<file path="config.mk">
export PLATFORM = sky130hd
export DESIGN_NAME = asa_reg
export DESIGN_NICKNAME = d
export VERILOG_FILES = /design/src/hdl/asa_reg.sv
export VERILOG_INCLUDE_DIRS = /design/src /design/src/hdl
export SDC_FILE = /design/constraint.sdc
export NUM_CORES = 1
export LEC_CHECK = 0
export BUFFER_PORTS_ARGS = -buffer_cell sky130_fd_sc_hd__clkbuf_2
export CAP_MARGIN = 20
export CORE_AREA = 2 2 74 76
export DETAILED_ROUTE_END_ITERATION = 7
export DIE_AREA = 0 0 76 78
export GPL_TIMING_DRIVEN = 0
export PLACE_DENSITY = 0.71
export SYNTH_ARGS = -nofsm -noshare
export SYNTH_HDL_FRONTEND = slang
export SYNTH_SLANG_ARGS = --single-unit
export TNS_END_PERCENT = 1
</file>
<file path="constraint.sdc">
create_clock -name clk -period 1 [get_ports clk]
set_input_delay 0.2 -clock clk [delete_from_list [all_inputs] [get_ports clk]]
set_output_delay 0.2 -clock clk [all_outputs]
set_load 0.01 [all_outputs]
</file>
<file path="src/hdl/asa_defs.svh">
//****************************************
// ASA widths and PIO address map.
//****************************************
`ifndef ASA_DEFS_SVH
`define ASA_DEFS_SVH

// Descriptor fields.
`define ASA_RCI_NBITS       8
`define ASA_SCI_NBITS       10
`define ASA_FID_NBITS       11
`define ASA_LEN_NBITS       13
`define ASA_CLASS_NBITS     3
`define ASA_PRI_NBITS       2
`define ASA_META_NBITS      24
`define ASA_C2P_NBITS       16

// PIO word and address split.
`define ASA_PIO_NBITS       32
`define ASA_PIO_BLK_NBITS   4
`define ASA_PIO_OFS_NBITS   12

// Block selects, PIO address bits 15 to 12.
`define ASA_BLK_REG         4'h0
`define ASA_BLK_TABLE       4'h1

// Register word offsets.
`define ASA_REG_SUPERVISOR  12'h000
`define ASA_REG_CLASS2PRI   12'h001

`endif

</file>
<file path="src/hdl/asa_reg.sv">
//****************************************
// ASA configuration registers.
// Supervisor SCI and class-to-priority map.
//****************************************
`timescale 1ns/1ns
`include "asa_defs.svh"

module asa_reg (
    input  logic                          clk,
    input  logic                          rst_n,
    input  logic                          reg_bs,
    input  logic                          reg_wr,
    input  logic                          reg_rd,
    input  logic [`ASA_PIO_OFS_NBITS-1:0] reg_addr,
    input  logic [`ASA_PIO_NBITS-1:0]     reg_din,
    output logic                          reg_rvalid,
    output logic [`ASA_PIO_NBITS-1:0]     reg_rdata,
    output logic [`ASA_SCI_NBITS-1:0]     supervisor_sci,
    output logic [`ASA_C2P_NBITS-1:0]     class2pri
);

    logic [`ASA_PIO_NBITS-1:0] rd_word;
    logic [`ASA_PIO_NBITS-1:0] rd_q;

    always_comb begin
        case (reg_addr)
            `ASA_REG_SUPERVISOR:
                rd_word = {{(`ASA_PIO_NBITS-`ASA_SCI_NBITS){1'b0}}, supervisor_sci};
            `ASA_REG_CLASS2PRI:
                rd_word = {{(`ASA_PIO_NBITS-`ASA_C2P_NBITS){1'b0}}, class2pri};
            default:
                rd_word = '0;
        endcase
    end

    always_ff @(posedge clk or negedge rst_n) begin
        if (!rst_n) begin
            supervisor_sci <= '0;
            class2pri      <= '0;
            reg_rvalid     <= 1'b0;
        end else begin
            reg_rvalid <= reg_bs & reg_rd;
            if (reg_bs && reg_wr && reg_addr == `ASA_REG_SUPERVISOR)
                supervisor_sci <= reg_din[`ASA_SCI_NBITS-1:0];
            if (reg_bs && reg_wr && reg_addr == `ASA_REG_CLASS2PRI)
                class2pri <= reg_din[`ASA_C2P_NBITS-1:0];
        end
    end

    always_ff @(posedge clk) begin
        if (reg_bs & reg_rd)
            rd_q <= rd_word;
    end

    assign reg_rdata = reg_rvalid ? rd_q : '0;

endmodule

</file>
==> results by group, run 1 <==
Outcome
  • Run status: finished with violations
  • Failing checks: negative hold slack, negative setup slack

Synth
  • Synth unique cells: 20
  • Sequential cell area fraction in the yosys report: 58.6%
  • YS warnings: 0
  • Synth area leader: dfrtp_1
  • Share of the synthesized area in the top cell type: roughly a third
  • Synthesized area: around 2000 sq um
  • Ys flop type: dfrtp_1
  • Top cells by area, synth: dfrtp_1 34%, edfxtp_1 24%, mux2_2 15%
  • Cells after Synth: roughly 140
  • Avg Cell Area, Syn: roughly 14 sq um
  • Post-synth EDFFs: 16
  • Post-synth top cells: 27 x dfrtp_1, 26 x mux2_2, 17 x and2_1, 16 x buf_4, 16 x edfxtp_1
  • Most common cell in the netlist: dfrtp_1
  • Post-synth ARST share: between 60% and 70%
  • Number of synthesized register bits: 43

Cells and area
  • Post-layout util: 55.1%
  • Layout cells sized above 1: 57.8%
  • Final net count: roughly 300
  • ANT cells: 0
  • Post-Layout Inst Area: between 2000 and 3000 sq um
  • Final std cells w/o fill: around 310
  • Area Growth Syn to Fin: 40.8%

GRT
  • First-pass GRT wire length: slightly below 7 mm
  • Antenna violations before repair: 0
  • Gr usage total: 14.7%
  • Grt total ovfl: 0
  • Vias in the first global route: about 1300
  • Largest net degree at the start of global routing: 28

Timing
  • Unrepaired setup endpoints after global routing: true
  • Setup slack after layout: -576 ps
  • F_max: between 0.6 and 0.7 GHz
  • Max-slew violation count: 0
  • Post-route minimum period: approximately 1600 ps
  • Final period utilization: 158%
  • Final hold vios: 27
  • Layout Skew: roughly 3.2 ps
  • Worst slew pin tran: 707 ps
  • WHS: -54.9 ps
  • Setup violators final: 85
  • Max-slew headroom: 52.9%

CTS
  • Clock sinks: 43
  • H-Tree Depth: 2
  • CTS Buf Count: 5
  • CTS tree: built
  • CTS root buffer: clkbuf_8
  • Clock transition at the registers of the reported paths: 70 ps
  • Clock tree buffer depth: 2
  • Clock Latency Late Sink: just under 300 ps

Critical path
  • CP Data Required Time: approximately 1200 ps
  • Setup crit start kind: primary input
  • Worst-path fanout max: 5
  • Cells along the critical path: clkbuf_2, or4_4, nor4_4, buf_4, buf_6, mux2_4
  • Critical Path Max Stage Delay: a little under 600 ps
  • Crit. End Element: flip-flop
  • Worst EP arrival: around 1800 ps
  • Crit-path slowest cell: or4_4
  • Critical path type: primary input to flip-flop
  • FF-to-FF setup slack: 80 ps

Placed design
  • GPL Wtd Cong: 0.812
  • DP Area: ~2500 sq um
  • Placed insts: about 300
  • Post-DP HPWL: around 3.0 mm
  • IO buf count: between 70 and 80

Flow run
  • Max_cap viols: 0

Detailed routing
  • Routed Wire Length: approximately 4 mm
  • Post-DRT Antenna Nets: 0
  • Via density: roughly 4.3
  • Drt drc: 0
  • Pre-Repair DR Iteration Count: 4
  • Initial drt markers: 15
  • Wire per inst: roughly 13 um
  • Via count: 1344

Die
  • Die W: around 76 um
  • Initial Utilization: 39.2%
  • Io pins: 108
  • Die area: between 5000 and 6000 sq um
  • Core area: slightly above 5000 sq um
  • Core Rows: 26
  • Die H: between 70 and 80 um

Power
  • Sw Pwr: around 700 uW
  • Reg power frac: roughly 56%
  • PD cells: around 1200 nW/um^2
  • Clk network pwr share: roughly a third
  • Sw frac: a little over a fifth
  • Max VDD drop: a little over 0.8 mV
  • Leak: roughly 0.0014 uW
  • Comb power frac: just under 9%
  • Int Power: around 2600 uW
  • Final total power: around 3300 uW

Min path
  • Min-delay worst type: primary input to async pin
## sequential cells by signal, indices dropped and copies added, names as in the netlist
name / count
supervisor_sci: 10
class2pri: 16
rd_q: 16
reg_rvalid: 1
## cells in the final DEF (no fill, tap or decap)
| cell | synthesis | routed |
|---|---|---|
| clkbuf_2 | 0 | 72 |
| buf_2 | 1 | 2 |
| and2_1 | 17 | 13 |
| buf_6 | 1 | 4 |
| clkbuf_8 | 0 | 7 |
| clkbuf_1 | 3 | 1 |
| or3_1 | 1 | 1 |
| dfrtp_1 | 27 | 26 |
| and3_1 | 6 | 6 |
| edfxtp_1 | 16 | 16 |
| buf_8 | 0 | 2 |
| nor2_1 | 10 | 10 |
| or4_4 | 0 | 2 |
| buf_12 | 0 | 1 |
| buf_4 | 16 | 17 |
| conb_1 | 1 | 16 |
| buf_1 | 1 | 1 |
| nand3_1 | 1 | 1 |
| nor4_4 | 2 | 2 |
| and2_4 | 0 | 4 |
| nor3_1 | 1 | 1 |
| mux2_4 | 0 | 26 |
| mux2i_1 | 10 | 10 |
| or3_2 | 1 | 1 |
| nand3b_1 | 1 | 1 |
| dfrtp_2 | 0 | 1 |
## cell type report
cell class,count,area (sq um)
Fill cell,449,2260
Sequential cell,43,1160
Multi-Input combinational cell,94,838
Timing Repair Buffer,79,438
Buffer,20,159
Clock buffer,8,100
Tap cell,70,87.6
## power groups by stage
stage | sequential [uW] | combinational, uW | clock, uW
final | 1860 | 287 | 1170
after floorplan | 1890 | 148 | 0
after global placement | 1890 | 266 | 0
after global routing | 1860 | 320 | 1300
after CTS | 1860 | 286 | 1200
after detailed placement | 1890 | 270 | 0
## kinds of logic after synthesis
kind of cell | share of synthesized area, %
other cells | 0.190
mux | 19.9
buf+inv | 7.67
simple gates | 13.7
flops | 58.6
## through the flow
step	setup TNS, ps	setup WS [ps]
after floorplan	-33070	-878
after global placement	-48850	-1170
after detailed placement	-50760	-1220
after CTS	-29930	-623
after global routing	-29800	-586
final	-26650	-576
## worst max-delay path, delay by kind of cell
family	cells	cell delay, ps
and+or+nand+nor	2	840
buffers and inverters	3	410
muxes	1	300
## worst paths after layout
path                            endpoint          start  cells after the start
max reg2reg                      rd_q[9]   class2pri[9]                      2
max                         class2pri[9]    reg_addr[2]                      6
min reg2reg                class2pri[13]  class2pri[13]                      1
max in group asynchronous     reg_rvalid          rst_n                      1
min in group clk           class2pri[14]    reg_din[14]                      2
min                        class2pri[12]          rst_n                      1
## metal layers
metal	vias up	track usage (%)	wire, um
met5	-	0	0
met4	0	4.91	57
met3	6	3.72	240
met2	49	23.9	2020
met1	624	19.4	1780
li1	665	-	-
## what timing repair did
item | CTS | global route
buffers inserted | 4 | 0
cloned | 1 | 0
pin swaps | 2 | 4
hold endpoints to repair | 27 | 27
resized for setup | 41 | 7
endpoints found under the setup margin | 85 | 85
Note: power is estimated with default switching activity, not from simulation.
==> run 2: changes to the inputs <==
--- a/config.mk
+++ b/config.mk
@@ -13,6 +13,7 @@
 export DIE_AREA = 0 0 76 78
 export GPL_TIMING_DRIVEN = 0
 export PLACE_DENSITY = 0.71
+export SKIP_LAST_GASP = 1
 export SYNTH_ARGS = -nofsm -noshare
 export SYNTH_HDL_FRONTEND = slang
 export SYNTH_SLANG_ARGS = --single-unit
==> results by group, run 2 (synthesized netlist as in run 1, its figures left out) <==
Die
  • Core area: around 5000 sq um
  • Initial Utilization: between 30 and 40%
  • Die W: approximately 76 um
  • Core Rows: 26
  • Die area: around 6000 sq um
  • Io pins: between 100 and 150
  • Die H: between 70 and 80 um

CTS
  • Clock sinks: 43
  • CTS root buffer: clkbuf_8
  • Clock tree buffer depth: 2
  • CTS tree: built
  • CTS Buf Count: 5
  • H-Tree Depth: 2
  • Clock transition at the registers of the reported paths: around 70 ps
  • Clock Latency Late Sink: 290 ps

Cells and area
  • Final net count: 293
  • Fill count: 460
  • Layout cells sized above 1: 55.5%
  • Commonest non-fill, non-tap cell in the layout: clkbuf_2
  • Final std cells w/o fill: 315
  • ANT cells: 0
  • Top Registers: class2pri: 16 flops, rd_q: 16 flops, supervisor_sci: 10 flops
  • Post-layout util: around 54%
  • Commonest cells after routing, fill and taps aside: 76 x clkbuf_2, 27 x dfrtp_1, 17 x and2_1, 17 x buf_4
  • Area Growth Syn to Fin: 37.6%

Timing
  • Unrepaired setup endpoints after global routing: true
  • Setup violators final: 85
  • Max-slew violation count: 0
  • F_max: around 0.64 GHz
  • WHS: between 100 and 150 ps
  • Final period utilization: 157%
  • Max-slew headroom: 53.3%
  • Setup slack after layout: -570 ps
  • Layout Skew: between 3 and 4 ps
  • Final hold vios: 0
  • Worst slew pin tran: 700 ps
  • Setup_tns: -27540 ps
  • Post-route minimum period: around 1600 ps

Detailed routing
  • Top layer in use: met4
  • Via density: approximately 4.3
  • Via count: about 1400
  • Drt drc: 0
  • WL met2: roughly 2 mm
  • Pre-Repair DR Iteration Count: 3
  • Post-DRT Antenna Nets: 0
  • Metal3 WL: between 150 and 200 um
  • Routed Wire Length: roughly 4 mm
  • Wire per inst: ~13 um
  • Initial drt markers: 17
  • Wl on met1: ~1.8 mm

GRT
  • Antenna violations before repair: 0
  • First-pass GRT wire length: approximately 6.6 mm
  • Largest net degree at the start of global routing: 28
  • Grt total ovfl: 0
  • Vias in the first global route: 1325
  • Gr usage total: roughly 14%

Outcome
  • Failing checks: negative setup slack
  • Run status: finished with violations

Critical path
  • CP Data Required Time: ~1200 ps
  • Worst EP arrival: ~1700 ps
  • Critical Path Max Stage Delay: roughly 580 ps
  • Crit-path slowest cell: or4_4
  • FF-to-FF setup slack: 70 ps
  • Worst-path fanout max: 5
  • Crit. End Element: flip-flop
  • Reg2Reg Depth: 2
  • Critical path type: primary input to flip-flop
  • Setup crit start kind: primary input
  • Cells along the critical path: clkbuf_2, or4_4, nor4_4, buf_4, buf_8, mux2_4

Placed design
  • IO buf count: 74
  • GPL Wtd Cong: 0.812
  • Post-DP HPWL: 3.03 mm
  • Placed insts: 303

Power
  • Final total power: 3310 uW
  • Max VDD drop: slightly below 0.9 mV
  • Leak: 0.00142 uW
  • PD cells: roughly 1200 nW/um^2

Min path
  • Hold Path Depth: 2
  • Min-delay worst type: primary input to flip-flop

Flow run
  • Max_cap viols: 0
-- run 2: cell types whose count changed in the layout (fill, tap and decap cells not counted) --
cell and change:
and2_1 +4, and2_4 -4, buf_2 -2, buf_6 -1, buf_8 -1, clkbuf_2 +4
dfrtp_1 +1, dfrtp_2 -1, dlygate4sd3_1 +1, mux2_2 +12, mux2_4 -12
-- run 2: final timing paths --
check                             startpoint           endpoint
hold / removal                   reg_din[14]      class2pri[14]
setup / recovery                 reg_addr[2]      class2pri[13]
max in group asynchronous              rst_n  supervisor_sci[7]
setup reg to reg                class2pri[9]            rd_q[9]
hold reg to reg            supervisor_sci[9]  supervisor_sci[9]
min in group asynchronous              rst_n      class2pri[12]
-- run 2: routing by layer --
layer	vias up	track usage (%)
met3	4	3.72
met1	632	18.5
met5	-	0
met4	0	4.91
met2	44	23.6
li1	674	-
-- run 2: worst max-delay path: cells and delay by family --
kind,cells,cell delay (ps)
AND/OR/NAND/NOR,2,840
buffers and inverters,3,410
multiplexers,1,300
-- run 2: report_power, final --
part | switching [uW] | internal [uW] | leakage, uW
logic | 145 | 132 | 0.000841
clock network | 545 | 630 | 0.0000515
registers | 8.22 | 1850 | 0.000532
total | 697 | 2610 | 0.00142
-- run 2: layout make-up --
type	count	area (sq um)	area share [%]
plain buffers	20	149	5.48
clock buffers	8	100	3.68
multi-input cells	94	783	28.8
flip-flops and latches	43	1160	42.5
well taps	70	87.6	3.22
repair buffers	80	442	16.3
-- run 2: what timing repair did --
item,CTS,global route
cloned,1,0
gates resized for setup,23,2
endpoints found under the hold margin,27,0
hold buffers,1,0
setup buffers,4,0
endpoints found under the setup margin,85,112
pin swaps,2,3
-- run 2: per-stage QoR --
| stage | worst slack (ps) | area [sq um] |
|---|---|---|
| floorplan | -878 | 2030 |
| global placement | -1170 | 2490 |
| detailed placement | -1220 | 2490 |
| CTS | -623 | 2730 |
| global route | -586 | 2720 |
| finish | -570 | 2720 |
