==> src/hdl/asa_defs.svh <==
//****************************************
// ASA widths and PIO address map.
//****************************************
`ifndef ASA_DEFS_SVH
`define ASA_DEFS_SVH

// Descriptor fields.
`define ASA_RCI_NBITS       8
`define ASA_SCI_NBITS       10
`define ASA_FID_NBITS       11
`define ASA_LEN_NBITS       13
`define ASA_CLASS_NBITS     3
`define ASA_PRI_NBITS       2
`define ASA_META_NBITS      24
`define ASA_C2P_NBITS       16

// PIO word and address split.
`define ASA_PIO_NBITS       32
`define ASA_PIO_BLK_NBITS   4
`define ASA_PIO_OFS_NBITS   12

// Block selects, PIO address bits 15 to 12.
`define ASA_BLK_REG         4'h0
`define ASA_BLK_TABLE       4'h1

// Register word offsets.
`define ASA_REG_SUPERVISOR  12'h000
`define ASA_REG_CLASS2PRI   12'h001

`endif

==> src/hdl/asa_meta_pkg.sv <==
//****************************************
// ASA descriptor metadata.
// One word read as unicast or type3.
//****************************************
`include "asa_defs.svh"

package asa_meta_pkg;

    // Len sits in the low bits of both views.
    typedef union packed {
        struct packed {
            logic [`ASA_RCI_NBITS-1:0]   rci;
            logic [`ASA_CLASS_NBITS-1:0] cls;
            logic [`ASA_LEN_NBITS-1:0]   len;
        } ucast;
        struct packed {
            logic [`ASA_FID_NBITS-1:0] fid;
            logic [`ASA_LEN_NBITS-1:0] len;
        } type3;
    } asa_meta_u;

endpackage

==> src/hdl/asa_enq_build.sv <==
//****************************************
// ASA enqueue builder.
// Two-stage pipe from descriptor to TM
// enqueue and classifier request.
//****************************************
`timescale 1ns/1ns
`include "asa_defs.svh"

module asa_enq_build (
    input  logic                          clk,
    input  logic                          rst_n,
    input  logic                          piarb_asa_valid,
    input  logic                          piarb_asa_type3,
    input  asa_meta_pkg::asa_meta_u       piarb_asa_meta_data,
    output logic                          lkp_rd,
    output logic [`ASA_RCI_NBITS-1:0]     lkp_rci,
    input  logic [`ASA_SCI_NBITS-1:0]     lkp_sci,
    input  logic [`ASA_SCI_NBITS-1:0]     supervisor_sci,
    input  logic [`ASA_C2P_NBITS-1:0]     class2pri,
    output logic                          asa_classifier_valid,
    output logic [`ASA_FID_NBITS-1:0]     asa_classifier_fid,
    output logic                          asa_tm_enq_req,
    output logic [`ASA_SCI_NBITS-1:0]     asa_tm_enq_qid,
    output logic [`ASA_PRI_NBITS-1:0]     asa_tm_enq_pri,
    output logic [`ASA_LEN_NBITS-1:0]     asa_tm_enq_len
);

    logic                        s1_valid;
    logic                        s1_type3;
    logic [`ASA_CLASS_NBITS-1:0] s1_cls;
    logic [`ASA_FID_NBITS-1:0]   s1_fid;
    logic [`ASA_LEN_NBITS-1:0]   s1_len;
    logic [`ASA_SCI_NBITS-1:0]   s2_qid;
    logic [`ASA_PRI_NBITS-1:0]   s2_pri;

    // Only unicast descriptors go to the table.
    assign lkp_rd  = piarb_asa_valid & ~piarb_asa_type3;
    assign lkp_rci = piarb_asa_meta_data.ucast.rci;

    always_comb begin
        if (s1_type3) begin
            s2_qid = s1_fid[`ASA_SCI_NBITS-1:0];          // Low fid bits form the qid.
            s2_pri = {`ASA_PRI_NBITS{1'b1}};
        end else begin
            s2_qid = (lkp_sci == '0) ? supervisor_sci : lkp_sci;  // Empty entry.
            s2_pri = class2pri[s1_cls*`ASA_PRI_NBITS +: `ASA_PRI_NBITS];
        end
    end

    always_ff @(posedge clk or negedge rst_n) begin
        if (!rst_n) begin
            s1_valid             <= 1'b0;
            s1_type3             <= 1'b0;
            asa_tm_enq_req       <= 1'b0;
            asa_classifier_valid <= 1'b0;
        end else begin
            s1_valid             <= piarb_asa_valid;
            s1_type3             <= piarb_asa_type3;
            asa_tm_enq_req       <= s1_valid;
            asa_classifier_valid <= s1_valid & s1_type3;
        end
    end

    always_ff @(posedge clk) begin
        s1_cls             <= piarb_asa_meta_data.ucast.cls;
        s1_fid             <= piarb_asa_meta_data.type3.fid;
        s1_len             <= piarb_asa_meta_data.ucast.len;  // Same bits in both views.
        asa_classifier_fid <= s1_fid;
        asa_tm_enq_qid     <= s2_qid;
        asa_tm_enq_pri     <= s2_pri;
        asa_tm_enq_len     <= s1_len;
    end

endmodule

==> config.mk <==
export PLATFORM = sky130hd
export DESIGN_NAME = asa_enq_build
export DESIGN_NICKNAME = d
export VERILOG_FILES = /design/src/hdl/asa_meta_pkg.sv /design/src/hdl/asa_enq_build.sv
export VERILOG_INCLUDE_DIRS = /design/src /design/src/hdl
export SDC_FILE = /design/constraint.sdc
export NUM_CORES = 1
export LEC_CHECK = 0
export BUFFER_PORTS_ARGS = -buffer_cell sky130_fd_sc_hd__buf_2
export CELL_PAD_IN_SITES_DETAIL_PLACEMENT = 1
export CELL_PAD_IN_SITES_GLOBAL_PLACEMENT = 1
export CORE_MARGIN = 3
export CORE_UTILIZATION = 31
export DETAILED_ROUTE_END_ITERATION = 6
export PLACE_DENSITY = 0.75
export SLEW_MARGIN = 20
export SYNTH_ARGS = -nofsm -noshare
export SYNTH_HDL_FRONTEND = slang
export SYNTH_SLANG_ARGS = --single-unit
==> constraint.sdc <==
create_clock -name clk -period 1.55 [get_ports clk]
set_input_delay 0.2325 -clock clk [delete_from_list [all_inputs] [get_ports clk]]
set_output_delay 0.2325 -clock clk [all_outputs]
set_load 0.01 [all_outputs]
==> results of run 1 <==
==> registers in the layout, summed over array words and instances, names as in the netlist <==
| register | cells |
|---|---|
| asa_classifier_fid | 11 |
| asa_classifier_valid | 1 |
| asa_tm_enq_len | 13 |
| asa_tm_enq_pri | 2 |
| asa_tm_enq_qid | 10 |
| asa_tm_enq_req | 1 |
| s1_fid | 11 |
| s1_len | 13 |
| s1_type3 | 1 |
| s1_valid | 1 |
==> worst max-delay path, stage by stage, from the launching register on <==
cell	delay, ps
dfxtp_1	650
mux2i_1	150
mux4_2	480
nand2b_1	80
==> repair_timing <==
item | 4_1_cts | 5_1_grt
endpoints found under the hold margin | 25 | 0
endpoints found under the setup margin | 0 | 0
hold buffers | 22 | 0
==> metal layers <==
metal,global-route usage [%],part of all wire (%)
met5,0,0
met4,9.46,2.1
met3,8.87,14
met2,26.5,48
met1,16.0,35
==> logic make-up (layout without fill, tap and decap cells) <==
group                  Yosys count  count (layout)  synth area share, %
multiplexers                    20              20                 13.5
flip-flops                      64              64                 73.9
AO/OA/AOI/OAI                   10              10                 5.68
buffers and inverters           10             150                 3.91
AND/OR/NAND/NOR                  7               7                 3.05
==> cell type report <==
class / instances / area, um2
Clock buffer: 10 / 138
Clock inverter: 6 / 68.8
Fill cell: 587 / 2530
Multi-Input combinational cell: 37 / 392
Sequential cell: 64 / 1300
Tap cell: 70 / 87.6
Timing Repair Buffer: 134 / 786
==> per-stage QoR <==
stage / power [W] / std cells
after CTS: 0.00359 / 321
after global routing: 0.00373 / 321
after floorplan: 0.00194 / 111
final: 0.00354 / 321
after detailed placement: 0.00211 / 283
after global placement: 0.00210 / 283
==> cell usage after synthesis (all sizes together) <==
| master | count | share of area, % |
|---|---|---|
| clkbuf | 1 | 0.21 |
| dfrtp | 4 | 5.7 |
| mux2i | 8 | 4.5 |
| buf | 9 | 3.7 |
| and2 | 1 | 0.36 |
| a41o | 10 | 5.7 |
| dfxtp | 60 | 68 |
| mux4 | 2 | 2.6 |
| nor2b | 1 | 0.36 |
| nor2 | 1 | 0.21 |
| mux2 | 10 | 6.4 |
| nand2b | 2 | 0.71 |
| nor4 | 2 | 1.4 |
==> how the worst max path moves through the flow <==
| stage | endpoint | from | depth (start not counted) | slack (ps) |
|---|---|---|---|---|
| 2_1_floorplan | asa_tm_enq_qid[2] | lkp_sci[4] | 3 | 310 |
| 3_3_place_gp | asa_tm_enq_pri[0] | s1_fid[2] | 3 | 150 |
| 3_5_place_dp | asa_tm_enq_pri[0] | s1_fid[2] | 3 | 130 |
| 4_1_cts | asa_tm_enq_pri[1] | s1_fid[2] | 3 | 120 |
| 5_1_grt | asa_tm_enq_pri[0] | s1_fid[2] | 3 | 60 |
| 6_report | asa_tm_enq_pri[0] | s1_fid[2] | 3 | 130 |
==> power by group through the flow <==
stage	Sequential [W]	Clock, W	Combinational (W)
6_report	0.00178	0.00143	0.000328
5_1_grt	0.00180	0.00157	0.000359
4_1_cts	0.00179	0.00148	0.000328
3_5_place_dp	0.00182	0	0.000284
3_3_place_gp	0.00182	0	0.000279
2_1_floorplan	0.00184	0	0.0000970
==> cells in the final DEF (no fill, tap or decap) <==
master and count:
buf_2 110, dfxtp_1 60, dlygate4sd3_1 22, a41o_1 10, mux2_2 10, clkbuf_8 10, mux2i_1 8, dfrtp_1 4
clkinv_4 3, nor4_2 2, mux4_2 2, nand2b_1 2, buf_4 2, nor2_1 1, nor2b_1 1, and2_1 1
clkinv_2 1, bufinv_16 1, clkinvlp_4 1
==> results.json, run 1 <==
{
  "run_status": "finished, final reports clean",
  "irDropWorstVdd_mv": 0.949,
  "globalplace.congestion": 0.677,
  "swShare_pct": 22.9,
  "drc_errors": 0,
  "reg2reg_depth": 3,
  "dp_slack_ps": 130,
  "die_y_um": 81.4,
  "hold_path.class": "input port to flip-flop",
  "post_cts_resized": 0,
  "r2r_slack_ps": 130,
  "slew-limit-headroom_pct": 54.9,
  "drive_gt1_share_pct": 56.6,
  "cp-start-kind": "flip-flop",
  "final_util_pct": 52.3,
  "cts-htree-levels": 3,
  "leakagePower_nw": 1.37,
  "clk_path_buf_depth": 2,
  "wl_per_cell_um": 15.5,
  "ys.warnings.count": 0,
  "setup_tns_ps": 0,
  "initial_core_util_pct": 33.2,
  "antenna_found_initial": 0,
  "synth_fp_nets": 175,
  "dpl_cell_area_um2": 2350,
  "drt_pass1_iterations": 3,
  "min_from": "piarb_asa_valid",
  "post-cts-setup-buffers": 0,
  "netlist_instances": 111,
  "ant_nets": 0,
  "dieArea_um2": 6620,
  "clk_pin_slew_ps": 70,
  "seqPwrFrac_pct": 50.4,
  "io_buffers": 110,
  "p_per_area_nw_per_um2": 1280,
  "syn-mean-instance-area_um2": 15.9,
  "synth_seq_cells": 64,
  "hold_end": "s1_valid",
  "cap_violations": 0,
  "numCtsBuffers": 9,
  "grt_pass1_vias": 1525,
  "dpl.hpwl_um": 3330,
  "totalWireLength_um": 4980,
  "diodes": 0,
  "yosysSeqAreaShare_pct": 73.9,
  "cts_sinks": 64,
  "cts-root-buf": "clkbuf_8",
  "grt_max_degree": 14,
  "hold_ws_ps": 26.5,
  "dr.first_iter.drc_count": 15,
  "worst_r2r_endpoint": "asa_tm_enq_pri[0]",
  "power_frac_comb_pct": 9.3,
  "min_path_cells": 1,
  "fin_crit_sh_pct": 91.7,
  "layout_setup_ws_ps": 129,
  "hold_violations": 0,
  "crit_fanout": 10,
  "layout.nets": 310,
  "clkLatencyLatePin_ps": 330,
  "cp-end-kind": "flip-flop",
  "timing.rr.start": "s1_fid[2]",
  "fmax_ghz": 0.703,
  "fin_crit_ps": 1420,
  "worst-endpoint-required_ps": 1820,
  "crit_type": "flip-flop to flip-flop",
  "track_usage_pct": 16.2,
  "fin_worst_skew_ps": 6.86,
  "avgViaCountPerCell": 4.37,
  "net-switching-power_w": 0.000812,
  "tightest_slew_ps": 675,
  "vias": 1404,
  "syn_to_final_growth_pct": 57.4,
  "worstPathArrival_ps": 1690,
  "num_rows": 26,
  "grt_setup_unrepaired": "false",
  "die_w_um": 81.4,
  "synth_cell_types": 14,
  "grt_pass1_wl_um": 7530,
  "slew_violations": 0,
  "design.core.area_um2": 5300,
  "overflow": 0,
  "setup_viol": 0,
  "cts_tree": "yes",
  "pin_count": 111,
  "p_clk_share_pct": 40.3,
  "finalInstanceArea_um2": 2770,
  "syn_area_um2": 1760,
  "power.internal_w": 0.00273
}
(Power assumes the default switching activity.)
==> run 2: changes to the inputs <==
--- a/config.mk
+++ b/config.mk
@@ -10,9 +10,9 @@
 export CELL_PAD_IN_SITES_DETAIL_PLACEMENT = 1
 export CELL_PAD_IN_SITES_GLOBAL_PLACEMENT = 1
 export CORE_MARGIN = 3
-export CORE_UTILIZATION = 31
+export CORE_UTILIZATION = 28
 export DETAILED_ROUTE_END_ITERATION = 6
-export PLACE_DENSITY = 0.75
+export PLACE_DENSITY = 0.72
 export SLEW_MARGIN = 20
 export SYNTH_ARGS = -nofsm -noshare
 export SYNTH_HDL_FRONTEND = slang
==> constraint.sdc (replaced) <==
create_clock -name clk -period 1.3 [get_ports clk]
set_input_delay 0.195 -clock clk [delete_from_list [all_inputs] [get_ports clk]]
set_output_delay 0.195 -clock clk [all_outputs]
set_load 0.01 [all_outputs]
==> results.json, run 2 (synthesis results as in run 1) <==
{
  "fmax_ghz": 0.832,
  "fin_crit_ps": 1200,
  "dr.first_iter.drc_count": 27,
  "vias": 1397,
  "setup_viol": 0,
  "final_common_cell": "buf_2",
  "cts-htree-levels": 3,
  "wl_per_cell_um": 15.5,
  "setup_tns_ps": 0,
  "p_clk_share_pct": 42.2,
  "fin_crit_sh_pct": 92.5,
  "cap_violations": 0,
  "hold_path.class": "input port to async pin",
  "clk_path_buf_depth": 2,
  "power_frac_comb_pct": 9.5,
  "cp-end-kind": "flip-flop",
  "track_usage_pct": 15.1,
  "drc_errors": 0,
  "crit_type": "flip-flop to flip-flop",
  "tightest_slew_ps": 665,
  "antenna_found_initial": 0,
  "ant_nets": 0,
  "cts_sinks": 64,
  "crit_fanout": 10,
  "num_rows": 28,
  "die_y_um": 85.3,
  "run_status": "finished, final reports clean",
  "layout.nets": 317,
  "drive_gt1_share_pct": 55.8,
  "max_stage_delay_ps": 480,
  "p_per_area_nw_per_um2": 1530,
  "dieArea_um2": 7280,
  "cp-start-kind": "flip-flop",
  "worst-endpoint-required_ps": 1570,
  "dpl.hpwl_um": 3410,
  "io_buffers": 110,
  "reg.largest.list": "asa_tm_enq_len (13), s1_len (13)",
  "die_w_um": 85.3,
  "initial_core_util_pct": 29.4,
  "swShare_pct": 21.4,
  "grt_pass1_vias": 1593,
  "finalInstanceArea_um2": 2870,
  "path_buf_inv": 0,
  "slew-limit-headroom_pct": 55.5,
  "irDropWorstVdd_mv": 0.880,
  "syn_to_final_growth_pct": 63.1,
  "grt_setup_unrepaired": "false",
  "globalplace.congestion": 0.721,
  "cts_tree": "yes",
  "slew_violations": 0,
  "grt_pass1_wl_um": 8140,
  "dpl_cell_area_um2": 2380,
  "net-switching-power_w": 0.000940,
  "mostFrequentLayoutCells": "buf_2 (110), dfxtp_1 (59), dlygate4sd3_1 (27)",
  "totalWireLength_um": 5160,
  "fill_cells": 665,
  "diodes": 0,
  "hold_violations": 0,
  "numCtsBuffers": 9,
  "seqPwrFrac_pct": 48.3,
  "pin_count": 111,
  "power.internal_w": 0.00345,
  "cp_slowest_cell": "dfxtp_2",
  "drt_pass1_iterations": 2,
  "design.core.area_um2": 5990,
  "clk_pin_slew_ps": 70,
  "fin_worst_skew_ps": 6.18,
  "cts-root-buf": "clkbuf_8",
  "overflow": 0,
  "worstPathArrival_ps": 1470,
  "leakagePower_nw": 1.41,
  "grt_max_degree": 12,
  "avgViaCountPerCell": 4.20,
  "critical_path.cell_chain": "mux2i_1 > mux4_2 > nand2b_1",
  "crit_family": "multiplexers",
  "clkLatencyLatePin_ps": 320
}
## run 2: cell count changes in the layout (fill, tap and decap cells not counted), sizes merged
cell	before	now
bufinv	1	2
clkinvlp	1	2
buf	112	114
clkinv	4	1
clkbuf	10	11
dlygate4sd3	22	27
## run 2: through the flow
step | utilization [%] | power [W] | std cells | setup WS, ps | hold WS, ps
6_report | 48.0 | 0.00440 | 333 | 98.0 | 191
5_1_grt | 48.0 | 0.00462 | 333 | 4.16 | 190
4_1_cts | 48.0 | 0.00445 | 333 | 76.1 | 175
3_5_place_dp | 39.7 | 0.00252 | 290 | -63.6 | 3.28
3_3_place_gp | 39.7 | 0.00251 | 290 | -27.3 | 1.75
2_1_floorplan | - | 0.00231 | 111 | 98.5 | -101
## run 2: path summary, 6_finish.rpt
check                      startpoint                     end  slack [ps]  depth (start not counted)
max                         s1_fid[2]       asa_tm_enq_pri[0]         100                          3
min                             rst_n          asa_tm_enq_req         190                          2
max reg2reg                 s1_fid[2]       asa_tm_enq_pri[0]         100                          3
min reg2reg                s1_fid[10]  asa_classifier_fid[10]         330                          0
max in group asynchronous       rst_n                s1_type3         990                          2
min in group clk           lkp_sci[8]       asa_tm_enq_qid[8]         200                          3
## run 2: per-layer routing
metal / global-route usage [%] / vias to the layer above / part of all wire [%]
li1: - / 673 / -
met1: 15.2 / 649 / 36
met2: 25.6 / 68 / 52
met3: 9.61 / 7 / 11
met4: 4.75 / 0 / 1.1
met5: 0 / - / 0
## run 2: layout make-up
| type | count | area [um2] | area share, % |
|---|---|---|---|
| flip-flops and latches | 64 | 1300 | 45.3 |
| multi-input cells | 37 | 392 | 13.6 |
| clock inverters | 5 | 80.1 | 2.79 |
| clock buffers | 11 | 141 | 4.92 |
| repair buffers | 141 | 863 | 30.1 |
| well taps | 75 | 93.8 | 3.27 |
## run 2: repair_timing
item	4_1_cts	5_1_grt
endpoints found under the setup margin	2	0
hold endpoints to repair	30	0
resized for setup	1	0
hold buffers	27	0
buffers inserted	0	0
## run 2: power by group through the flow
stage          clock network (W)  logic (W)  registers [W]
4_1_cts                  0.00191   0.000416        0.00212
6_report                 0.00186   0.000416        0.00212
3_3_place_gp                   0   0.000349        0.00216
3_5_place_dp                   0   0.000352        0.00217
5_1_grt                  0.00203   0.000457        0.00213
2_1_floorplan                  0   0.000116        0.00219
