===== src/hdl/asa_defs.svh =====
//****************************************
// ASA widths and PIO address map.
//****************************************
`ifndef ASA_DEFS_SVH
`define ASA_DEFS_SVH

// Descriptor fields.
`define ASA_RCI_NBITS       8
`define ASA_SCI_NBITS       10
`define ASA_FID_NBITS       11
`define ASA_LEN_NBITS       13
`define ASA_CLASS_NBITS     3
`define ASA_PRI_NBITS       2
`define ASA_META_NBITS      24
`define ASA_C2P_NBITS       16

// PIO word and address split.
`define ASA_PIO_NBITS       32
`define ASA_PIO_BLK_NBITS   4
`define ASA_PIO_OFS_NBITS   12

// Block selects, PIO address bits 15 to 12.
`define ASA_BLK_REG         4'h0
`define ASA_BLK_TABLE       4'h1

// Register word offsets.
`define ASA_REG_SUPERVISOR  12'h000
`define ASA_REG_CLASS2PRI   12'h001

`endif


===== src/hdl/asa_pio_pkg.sv =====
//****************************************
// ASA PIO bus word.
// Command view on start, data view after.
//****************************************
`include "asa_defs.svh"

package asa_pio_pkg;

    typedef union packed {
        struct packed {
            logic [15:0]                   rsvd;  // Not decoded.
            logic [`ASA_PIO_BLK_NBITS-1:0] blk;
            logic [`ASA_PIO_OFS_NBITS-1:0] ofs;
        } cmd;
        logic [`ASA_PIO_NBITS-1:0] data;
    } asa_pio_word_u;

endpackage


===== src/hdl/asa_pio_bus.sv =====
//****************************************
// ASA PIO bus.
// Turns PIO commands into register bus
// strobes and merges the read responses.
//****************************************
`timescale 1ns/1ns
`include "asa_defs.svh"

module asa_pio_bus (
    input  logic                          clk,
    input  logic                          rst_n,
    input  logic                          pio_start,
    input  logic                          pio_rw,
    input  asa_pio_pkg::asa_pio_word_u    pio_addr_wdata,
    output logic                          reg_wr,
    output logic                          reg_rd,
    output logic                          reg_bs,
    output logic                          mem_bs,
    output logic [`ASA_PIO_OFS_NBITS-1:0] reg_addr,
    output logic [`ASA_PIO_NBITS-1:0]     reg_din,
    input  logic                          reg_rvalid,
    input  logic [`ASA_PIO_NBITS-1:0]     reg_rdata,
    input  logic                          mem_rvalid,
    input  logic [`ASA_PIO_NBITS-1:0]     mem_rdata,
    output logic                          pio_ack,
    output logic                          pio_rvalid,
    output logic [`ASA_PIO_NBITS-1:0]     pio_rdata
);

    import asa_pio_pkg::*;

    logic          cmd_pend;
    logic          cmd_rw;
    asa_pio_word_u cmd_q;
    logic          ack_q;
    logic          nomap_q;

    always_ff @(posedge clk or negedge rst_n) begin
        if (!rst_n) begin
            cmd_pend <= 1'b0;
            ack_q    <= 1'b0;
            nomap_q  <= 1'b0;
        end else begin
            cmd_pend <= pio_start;
            ack_q    <= reg_wr;                          // Ack one cycle after data.
            nomap_q  <= reg_rd & ~reg_bs & ~mem_bs;      // No block answers this read.
        end
    end

    always_ff @(posedge clk) begin
        if (pio_start) begin
            cmd_rw <= pio_rw;
            cmd_q  <= pio_addr_wdata;
        end
    end

    // Strobe cycle: after start for reads, the data cycle for writes.
    assign reg_wr   = cmd_pend & ~cmd_rw;
    assign reg_rd   = cmd_pend & cmd_rw;
    assign reg_bs   = cmd_pend & (cmd_q.cmd.blk == `ASA_BLK_REG);
    assign mem_bs   = cmd_pend & (cmd_q.cmd.blk == `ASA_BLK_TABLE);
    assign reg_addr = cmd_q.cmd.ofs;
    assign reg_din  = pio_addr_wdata.data;

    assign pio_ack    = ack_q;
    assign pio_rvalid = reg_rvalid | mem_rvalid | nomap_q;
    assign pio_rdata  = reg_rdata | mem_rdata;           // Idle blocks return zero.

endmodule


===== config.mk =====
export PLATFORM = sky130hd
export DESIGN_NAME = asa_pio_bus
export DESIGN_NICKNAME = d
export VERILOG_FILES = /design/src/hdl/asa_pio_pkg.sv /design/src/hdl/asa_pio_bus.sv
export VERILOG_INCLUDE_DIRS = /design/src /design/src/hdl
export SDC_FILE = /design/constraint.sdc
export NUM_CORES = 1
export LEC_CHECK = 0
export BUFFER_PORTS_ARGS = -buffer_cell sky130_fd_sc_hd__buf_2
export CAP_MARGIN = 20
export CELL_PAD_IN_SITES_DETAIL_PLACEMENT = 1
export CELL_PAD_IN_SITES_GLOBAL_PLACEMENT = 1
export CORE_MARGIN = 1
export CORE_UTILIZATION = 16
export CTS_BUF_LIST = sky130_fd_sc_hd__clkbuf_16
export DETAILED_ROUTE_END_ITERATION = 10
export GPL_TIMING_DRIVEN = 0
export PLACE_DENSITY_LB_ADDON = 0.25
export SLEW_MARGIN = 10
export SYNTH_ARGS = -nofsm -noshare
export SYNTH_HDL_FRONTEND = slang
export SYNTH_SLANG_ARGS = --single-unit

===== constraint.sdc =====
create_clock -name clk -period 0.8 [get_ports clk]
set_clock_uncertainty 0.05 [all_clocks]
set_input_delay 0.08 -clock clk [delete_from_list [all_inputs] [get_ports clk]]
set_output_delay 0.08 -clock clk [all_outputs]
set_load 0.01 [all_outputs]

==> impl_metrics.py, run 1 <==
metrics = {
    "status": {
        "outcome": "complete, but fails checks",
        "violations": "hold timing, setup timing",
    },
    "critical_path": {
        "critical-path-slowest-cell": "edfxtp_1",
        "path_buf_inv": 1,
        "end_kind": "output pin",
        "crit_chain": "nor3_4, and3b_1, buf_2",
        "critPathKind": "reg2out",
        "critPathTopFamily": "flip-flops",
        "start_kind": "flop",
        "cp_max_fo": 3,
        "slowest_delay_ns": 0.41,
        "crit_arrival_ns": 1.17,
        "required_ns": 0.67,
    },
    "synthesis": {
        "avgSynthCellArea_um2": 11.3,
        "ys_top_cells_by_count": "buf_4, or2_2, edfxtp_1, dfrtp_1, nor2b_1",
        "synthDistinctLibCells": 10,
        "async_flop_share_pct": 15.0,
        "synth_area_um2": 1170,
        "synth-edff-count": 17,
        "ys_seq_elements": 20,
        "ys_seq_area_share_pct": 50.2,
        "synth.most_common_cell": "buf_4",
        "ys.flop_type": "edfxtp_1",
        "synth_area_leader_cell": "edfxtp_1",
        "synth_top_cell_area_share_pct": 43.8,
        "yosysWarnings": 0,
        "synth.area.top_cells": "edfxtp_1, buf_4, or2_2",
        "synthCells": 103,
        "syn_nets": 205,
    },
    "die": {
        "start_util_pct": 16.9,
        "core_um2": 6910,
        "die_area_um2": 7630,
        "core.rowCount": 30,
        "die_h_um": 87.4,
        "die_width_um": 87.4,
        "ios": 184,
    },
    "global_route": {
        "grt_pass1_vias": 1251,
        "grt_overflow": 0,
        "grt_antenna_before_repair": 0,
        "grt_max_degree": 19,
        "grt_usage_pct": 10.0,
        "grt_pass1_wl_um": 5860,
    },
    "layout": {
        "final_cell_area_um2": 2390,
        "layout.nets": 381,
        "insertedDiodeCount": 0,
        "fillers": 874,
        "fin_cells": 374,
        "syn_to_final_growth_pct": 105,
        "drive_above_1_share_pct": 85.6,
    },
    "timing": {
        "hold_slack_ns": -0.0283,
        "period_minus_slack_ns": 1.30,
        "worst_pin_slew_ns": 0.413,
        "setup_viol": 19,
        "finalWorstSetupSlack_ns": -0.504,
        "slew_viol_final": 0,
        "hold_viol": 2,
        "rsz0062_at_grt": "true",
        "finalCritPeriodShare_pct": 163,
        "slew_headroom_pct": 72.4,
        "setup_tns_ns": -3.22,
        "fmax_mhz": 767,
    },
    "clocking": {
        "cts_sinks": 20,
        "postCtsSetupBuffers": 0,
        "numCtsBuffers": 3,
        "h-tree-depth": 1,
        "clk_latency_ns": 0.25,
        "cts_root_buf": "clkbuf_16",
        "clockBufferDepth": 2,
        "path_clk_slew_ns": 0.05,
        "cts_tree": "yes",
    },
    "placement": {
        "place_inst": 366,
        "gp_congestion": 0.682,
        "place_hpwl_um": 3750,
        "placed_cell_area_um2": 2130,
        "place_ws_ns": -0.259,
        "io_buffer_count": 167,
    },
    "detailed_routing": {
        "num_vias": 1331,
        "drtIter0Drc": 3,
        "wl_per_cell_um": 11.2,
        "drc": 0,
        "ant_nets": 0,
        "drt-total-wl_um": 4190,
        "dr.pass1.iters": 2,
        "vias_per_cell": 3.56,
    },
    "job": {
        "max-cap-violations": 0,
    },
    "pwr": {
        "peakVddDrop_uv": 1010,
        "power-per-cell-area_nw_per_um2": 1330,
        "leakagePower_nw": 1.24,
        "p_total_mw": 3.19,
    },
    "min_path": {
        "hold_path_class": "in2reg",
    },
}
## metal layers
metal | wire (um) | GRT usage (%) | part of all wire, %
met4 | 60 | 3.28 | 1.4
met1 | 1220 | 8.71 | 29
met2 | 2310 | 21.2 | 55
met3 | 589 | 2.75 | 14
met5 | 0 | 0 | 0
## through the flow
step | utilization, % | hold WS (ns)
2_1_floorplan | - | -0.266
3_3_place_gp | 30.8 | -0.172
3_5_place_dp | 30.8 | -0.170
4_1_cts | 34.7 | 0.108
5_1_grt | 34.6 | 0.00232
6_report | 34.6 | -0.0283
## worst reg2reg max path, cell delays in order (launching register included)
cell	delay (ns)
edfxtp_1	0.42
and2_4	0.17
nor2b_1	0.12
## cell type report
cell class                      instances  area (um^2)  area share (%)
Sequential cell                        20          586            24.5
Clock inverter                          1         3.75           0.157
Multi-Input combinational cell         39          272            11.3
Timing Repair Buffer                  183         1100            45.8
Buffer                                 32          240            10.0
Clock buffer                            3         75.1            3.14
Tap cell                               96          120            5.02
## path summary, 6_finish.rpt
kind                                startpoint                  end  slack, ns  cells past startpoint
min reg2reg                   cmd_rw$_DFFE_PP_    pio_ack$_DFF_PN0_       0.43                      1
max reg2reg                   cmd_rw$_DFFE_PP_    nomap_q$_DFF_PN0_      -0.07                      2
max                        cmd_q[13]$_DFFE_PP_               reg_bs      -0.50                      3
max in group asynchronous                rst_n    pio_ack$_DFF_PN0_       0.48                      2
min                         pio_addr_wdata[14]  cmd_q[14]$_DFFE_PP_      -0.03                      1
min in group asynchronous                rst_n   cmd_pend$_DFF_PN0_       0.11                      2
## where the power goes
part / total (mW) / switching (mW) / internal, mW / leakage (nW)
clock network: 1.01 / 0.347 / 0.665 / 0.0385
logic: 0.911 / 0.332 / 0.578 / 1.00
registers: 1.27 / 0.0439 / 1.22 / 0.204
## cells in the final DEF (no fill, tap or decap)
| cell type | synthesis | routed |
|---|---|---|
| and3_1 | 1 | 1 |
| clkinv_1 | 0 | 1 |
| nor2b_1 | 2 | 1 |
| clkbuf_16 | 0 | 3 |
| nor2b_4 | 0 | 1 |
| edfxtp_1 | 17 | 17 |
| nor3_4 | 0 | 1 |
| dfrtp_1 | 3 | 3 |
| or3_4 | 0 | 1 |
| buf_6 | 0 | 16 |
| buf_4 | 44 | 32 |
| or2_2 | 32 | 32 |
| buf_2 | 0 | 151 |
| dlygate4sd3_1 | 0 | 16 |
| and2_4 | 0 | 1 |
| and3b_1 | 1 | 1 |
## cells by family after synthesis
family | after synthesis | share of synthesized area, %
buffers and inverters | 44 | 28.3
DFF | 20 | 50.2
and+or+nand+nor | 39 | 21.5
## timing repair
action	4_1_cts	5_1_grt
endpoints found under the setup margin	19	21
hold endpoints to repair	20	0
hold buffers	18	0
pin swaps	3	2
resized for setup	20	2
cloned	0	0
## registers in the layout (all words and copies together), names as in the netlist
name and count:
cmd_pend 1, cmd_q 16, cmd_rw 1, nomap_q 1
pio_ack 1
(Power assumes the default switching activity.)
==> run 2, diff against run 1 <==
- CAP_MARGIN: 20 -> 40
- SKIP_CTS_REPAIR_TIMING: unset -> 1
==> run 2 against run 1 <==
Effect of this change: the flow finishes with violations (setup timing); critical endpoint unchanged; final cell count up 0.53%; global-route usage is 0.36 points lower; via count increased by 0.15%; fmax rose by 0.43%; flip-flop and latch count stayed put; core utilization rose by 0.20 points.
==> impl_metrics.py, run 2 (same netlist as run 1, synthesis figures left out) <==
metrics = {
    "layout": {
        "layout_common_cells": "buf_2, or2_2, buf_4",
        "layout.nets": 383,
        "syn_to_final_growth_pct": 106,
        "largest_reg_flops": 16,
        "final_cell_area_um2": 2410,
        "drive_above_1_share_pct": 85.0,
        "top_register": "cmd_q",
        "final_common_cell": "buf_2",
        "insertedDiodeCount": 0,
    },
    "critical_path": {
        "crit_arrival_ns": 1.17,
        "required_ns": 0.67,
        "regToRegEndpoint": "nomap_q$_DFF_PN0_",
        "reg2reg_depth": 2,
        "rrSetupSlack_ns": -0.07,
        "critPathKind": "reg2out",
        "cp-endpoint": "reg_bs",
        "cp_max_fo": 3,
        "end_kind": "output pin",
        "start_kind": "flop",
        "startpoint": "cmd_q[14]$_DFFE_PP_",
        "r2r-start": "cmd_rw$_DFFE_PP_",
    },
    "timing": {
        "finalWorstSetupSlack_ns": -0.498,
        "fmax_mhz": 770,
        "worst_pin_slew_ns": 0.407,
        "finalCritPeriodShare_pct": 162,
        "rsz0062_at_grt": "true",
        "slew_viol_final": 0,
        "setup_tns_ns": -3.17,
        "period_minus_slack_ns": 1.30,
        "hold_viol": 0,
        "slew_headroom_pct": 72.9,
        "setup_viol": 19,
    },
    "placement": {
        "placed_cell_area_um2": 2130,
        "io_buffer_count": 167,
        "gp_congestion": 0.682,
        "place_hpwl_um": 3750,
    },
    "global_route": {
        "grt_usage_pct": 9.64,
        "grt_max_degree": 19,
        "grt_overflow": 0,
        "grt_pass1_wl_um": 5630,
        "grt_antenna_before_repair": 0,
        "grt_pass1_vias": 1198,
    },
    "status": {
        "outcome": "complete, but fails checks",
        "violations": "setup timing",
    },
    "die": {
        "die_area_um2": 7630,
        "core.rowCount": 30,
        "die_width_um": 87.4,
        "core_um2": 6910,
        "ios": 184,
        "die_h_um": 87.4,
        "start_util_pct": 16.9,
    },
    "pwr": {
        "pwr-share-clk_pct": 31.7,
        "netSwitchingFraction_pct": 22.6,
        "comb_power_share_pct": 28.6,
        "peakVddDrop_uv": 984,
        "pwr-share-seq_pct": 39.7,
        "switchingPower_uw": 721,
        "leakagePower_nw": 1.25,
        "power-per-cell-area_nw_per_um2": 1330,
        "internal_power_mw": 2.47,
    },
    "detailed_routing": {
        "drt-total-wl_um": 4180,
        "ant_nets": 0,
        "num_vias": 1333,
        "vias_per_cell": 3.55,
        "drtIter0Drc": 11,
        "wl_per_cell_um": 11.1,
        "dr.pass1.iters": 2,
        "drc": 0,
    },
    "clocking": {
        "path_clk_slew_ns": 0.05,
        "numCtsBuffers": 3,
        "clockBufferDepth": 2,
        "clk_latency_ns": 0.25,
        "cts_sinks": 20,
        "cts_root_buf": "clkbuf_16",
        "h-tree-depth": 1,
        "cts_tree": "yes",
    },
    "min_path": {
        "hold_path_class": "in2async",
    },
    "job": {
        "max-cap-violations": 0,
    },
}
## run 2: worst min-delay path by stage
stage / endpoint / slack [ns] / depth (start not counted)
2_1_floorplan: cmd_pend$_DFF_PN0_ / -0.27 / 0
3_3_place_gp: nomap_q$_DFF_PN0_ / -0.17 / 1
3_5_place_dp: nomap_q$_DFF_PN0_ / -0.17 / 1
4_1_cts: cmd_pend$_DFF_PN0_ / -0.44 / 1
5_1_grt: cmd_pend$_DFF_PN0_ / 0.12 / 2
6_report: cmd_pend$_DFF_PN0_ / 0.11 / 2
## run 2: critical path, stage by stage (launching register included)
cell,delay [ns]
edfxtp_1,0.40
nor3_4,0.22
and3b_1,0.17
buf_2,0.12
## run 2: layout make-up
class,count,area (um^2)
Timing Repair Buffer,185,1110
Buffer,32,240
Sequential cell,20,586
Multi-Input combinational cell,39,272
Tap cell,96,120
Clock inverter,1,3.75
Fill cell,869,4500
Clock buffer,3,75.1
## run 2: per-stage QoR
stage / worst slack [ns] / hold WS, ns / cells / power, mW / util [%]
3_3_place_gp: -0.221 / -0.172 / 366 / 2.11 / 30.8
3_5_place_dp: -0.259 / -0.170 / 366 / 2.12 / 30.8
5_1_grt: -0.580 / 0.117 / 376 / 3.34 / 34.8
2_1_floorplan: -0.108 / -0.266 / 103 / 1.67 / -
4_1_cts: -0.535 / -0.441 / 370 / 3.17 / 32.0
6_report: -0.498 / 0.111 / 376 / 3.19 / 34.8
## run 2: per-layer routing
layer / track usage [%] / up-vias / routed length [um]
li1: - / 643 / -
met1: 8.59 / 587 / 1200
met2: 20.1 / 99 / 2340
met3: 2.75 / 4 / 604
met4: 3.28 / 0 / 36
met5: 0 / - / 0
## run 2: power groups by stage
stage / clock [mW] / combinational, mW / sequential [mW]
after global placement: 0 / 0.843 / 1.26
after global routing: 1.07 / 0.993 / 1.28
after CTS: 1.06 / 0.859 / 1.25
after detailed placement: 0 / 0.856 / 1.27
final: 1.01 / 0.913 / 1.27
after floorplan: 0 / 0.404 / 1.26
==> run 3, diff against run 2 <==
- CORE_ASPECT_RATIO: unset -> 1.2
==> run 3 against run 2 <==
Effect of this change: the run still ends with setup timing left; combinational power shrank 0.8%; register-to-register slack lost 0.03 ns; critical endpoint is now mem_bs; fmax is essentially flat; largest cell class unchanged; flip-flop and latch count is the same; non-clock buffer count is the same; setup slack gained 0.00099 ns; first-iteration DRC count shrank 45%; global-route usage shrank 2.3 points; final area shrank 0.73%.
==> impl_metrics.py, run 3 (same netlist as run 1, synthesis figures left out) <==
metrics = {
    "clocking": {
        "numCtsBuffers": 3,
        "cts_sinks": 20,
        "h-tree-depth": 1,
        "clockBufferDepth": 2,
        "cts_tree": "yes",
        "clk_latency_ns": 0.24,
        "path_clk_slew_ns": 0.05,
        "cts_root_buf": "clkbuf_16",
    },
    "global_route": {
        "grt_usage_pct": 7.37,
        "grt_max_degree": 19,
        "grt_pass1_wl_um": 4420,
        "grt_overflow": 0,
        "grt_pass1_vias": 1059,
        "grt_antenna_before_repair": 0,
    },
    "timing": {
        "slew_headroom_pct": 73.1,
        "finalCritPeriodShare_pct": 162,
        "fmax_mhz": 771,
        "setup_viol": 19,
        "worst_pin_slew_ns": 0.403,
        "finalWorstSetupSlack_ns": -0.497,
        "hold_viol": 0,
        "slew_viol_final": 0,
        "rsz0062_at_grt": "true",
        "period_minus_slack_ns": 1.30,
    },
    "critical_path": {
        "critical-path-slowest-cell": "edfxtp_1",
        "slowest_delay_ns": 0.38,
        "start_kind": "flop",
        "rrSetupSlack_ns": -0.10,
        "cp_max_fo": 3,
        "end_kind": "output pin",
        "required_ns": 0.67,
        "critPathKind": "reg2out",
        "path_buf_inv": 1,
        "crit_chain": "nor3_2, and3_1, buf_2",
        "crit_arrival_ns": 1.17,
        "critPathTopFamily": "simple AND/OR/NAND/NOR gates",
    },
    "layout": {
        "layout_common_cells": "buf_2, or2_2, buf_4",
        "drive_above_1_share_pct": 85.0,
        "layout.nets": 383,
        "final_cell_area_um2": 2390,
        "register_area_um2": 586,
        "multiInputGateArea_um2": 265,
        "fin_cells": 367,
        "final_common_cell": "buf_2",
        "largest_reg_flops": 16,
        "top_register": "cmd_q",
        "fillers": 863,
        "syn_to_final_growth_pct": 105,
        "insertedDiodeCount": 0,
    },
    "detailed_routing": {
        "drtIter0Drc": 6,
        "ant_nets": 0,
        "num_vias": 1309,
        "drt-total-wl_um": 3650,
        "wl_per_cell_um": 9.93,
        "dr.pass1.iters": 4,
        "vias_per_cell": 3.57,
        "drc": 0,
    },
    "die": {
        "die_width_um": 79.9,
        "ios": 184,
        "die_h_um": 95.5,
        "core.rowCount": 33,
        "core_um2": 6940,
        "die_area_um2": 7630,
        "start_util_pct": 16.8,
    },
    "placement": {
        "place_ws_ns": -0.242,
        "place_inst": 357,
        "gp_congestion": 0.658,
        "io_buffer_count": 167,
        "placed_cell_area_um2": 2120,
        "place_hpwl_um": 3270,
    },
    "min_path": {
        "hold_path_class": "in2async",
    },
    "pwr": {
        "power-per-cell-area_nw_per_um2": 1320,
        "peakVddDrop_uv": 928,
        "leakagePower_nw": 1.25,
    },
    "job": {
        "max-cap-violations": 0,
    },
    "status": {
        "violations": "setup timing",
        "outcome": "complete, but fails checks",
    },
}
## run 3: final cells by class
type	count	area share, %
timing repair buffer	185	46.5
sequential	20	24.5
multi-input combinational	39	11.1
buffer	32	10.1
tap	87	4.56
clock buffer	3	3.14
clock inverter	1	0.157
## run 3: path summary, 6_finish.rpt
check / endpoint / cells past startpoint / startpoint
min reg2reg: pio_ack$_DFF_PN0_ / 1 / cmd_rw$_DFFE_PP_
min: pio_ack$_DFF_PN0_ / 2 / rst_n
min in group clk: cmd_pend$_DFF_PN0_ / 1 / pio_start
max in group asynchronous: cmd_pend$_DFF_PN0_ / 2 / rst_n
max: mem_bs / 3 / cmd_q[13]$_DFFE_PP_
max reg2reg: nomap_q$_DFF_PN0_ / 2 / cmd_rw$_DFFE_PP_
## run 3: through the flow
step	setup TNS (ns)	util (%)	total power, mW	hold slack, ns
after floorplan	-0.234	-	1.67	-0.266
after global placement	-1.55	30.5	2.10	-0.173
after detailed placement	-1.49	30.5	2.12	-0.172
after CTS	-4.55	31.7	3.13	-0.437
after global routing	-3.66	34.4	3.32	0.132
final	-3.11	34.4	3.15	0.102
## run 3: power by group
| part | total [mW] | switching [mW] | leakage, nW | internal, mW |
|---|---|---|---|---|
| Combinational | 0.906 | 0.326 | 1.00 | 0.579 |
| Sequential | 1.26 | 0.0374 | 0.204 | 1.22 |
| Clock | 0.984 | 0.321 | 0.0385 | 0.663 |
## run 3: routing by layer
metal / vias to the layer above / GRT usage (%) / part of all wire [%] / routed length [um]
met5: - / 0 / 0 / 0
met4: 0 / 1.79 / 0.74 / 27
met3: 2 / 2.87 / 12 / 421
met2: 83 / 15.0 / 61 / 2210
met1: 583 / 6.69 / 27 / 987
li1: 641 / - / - / -
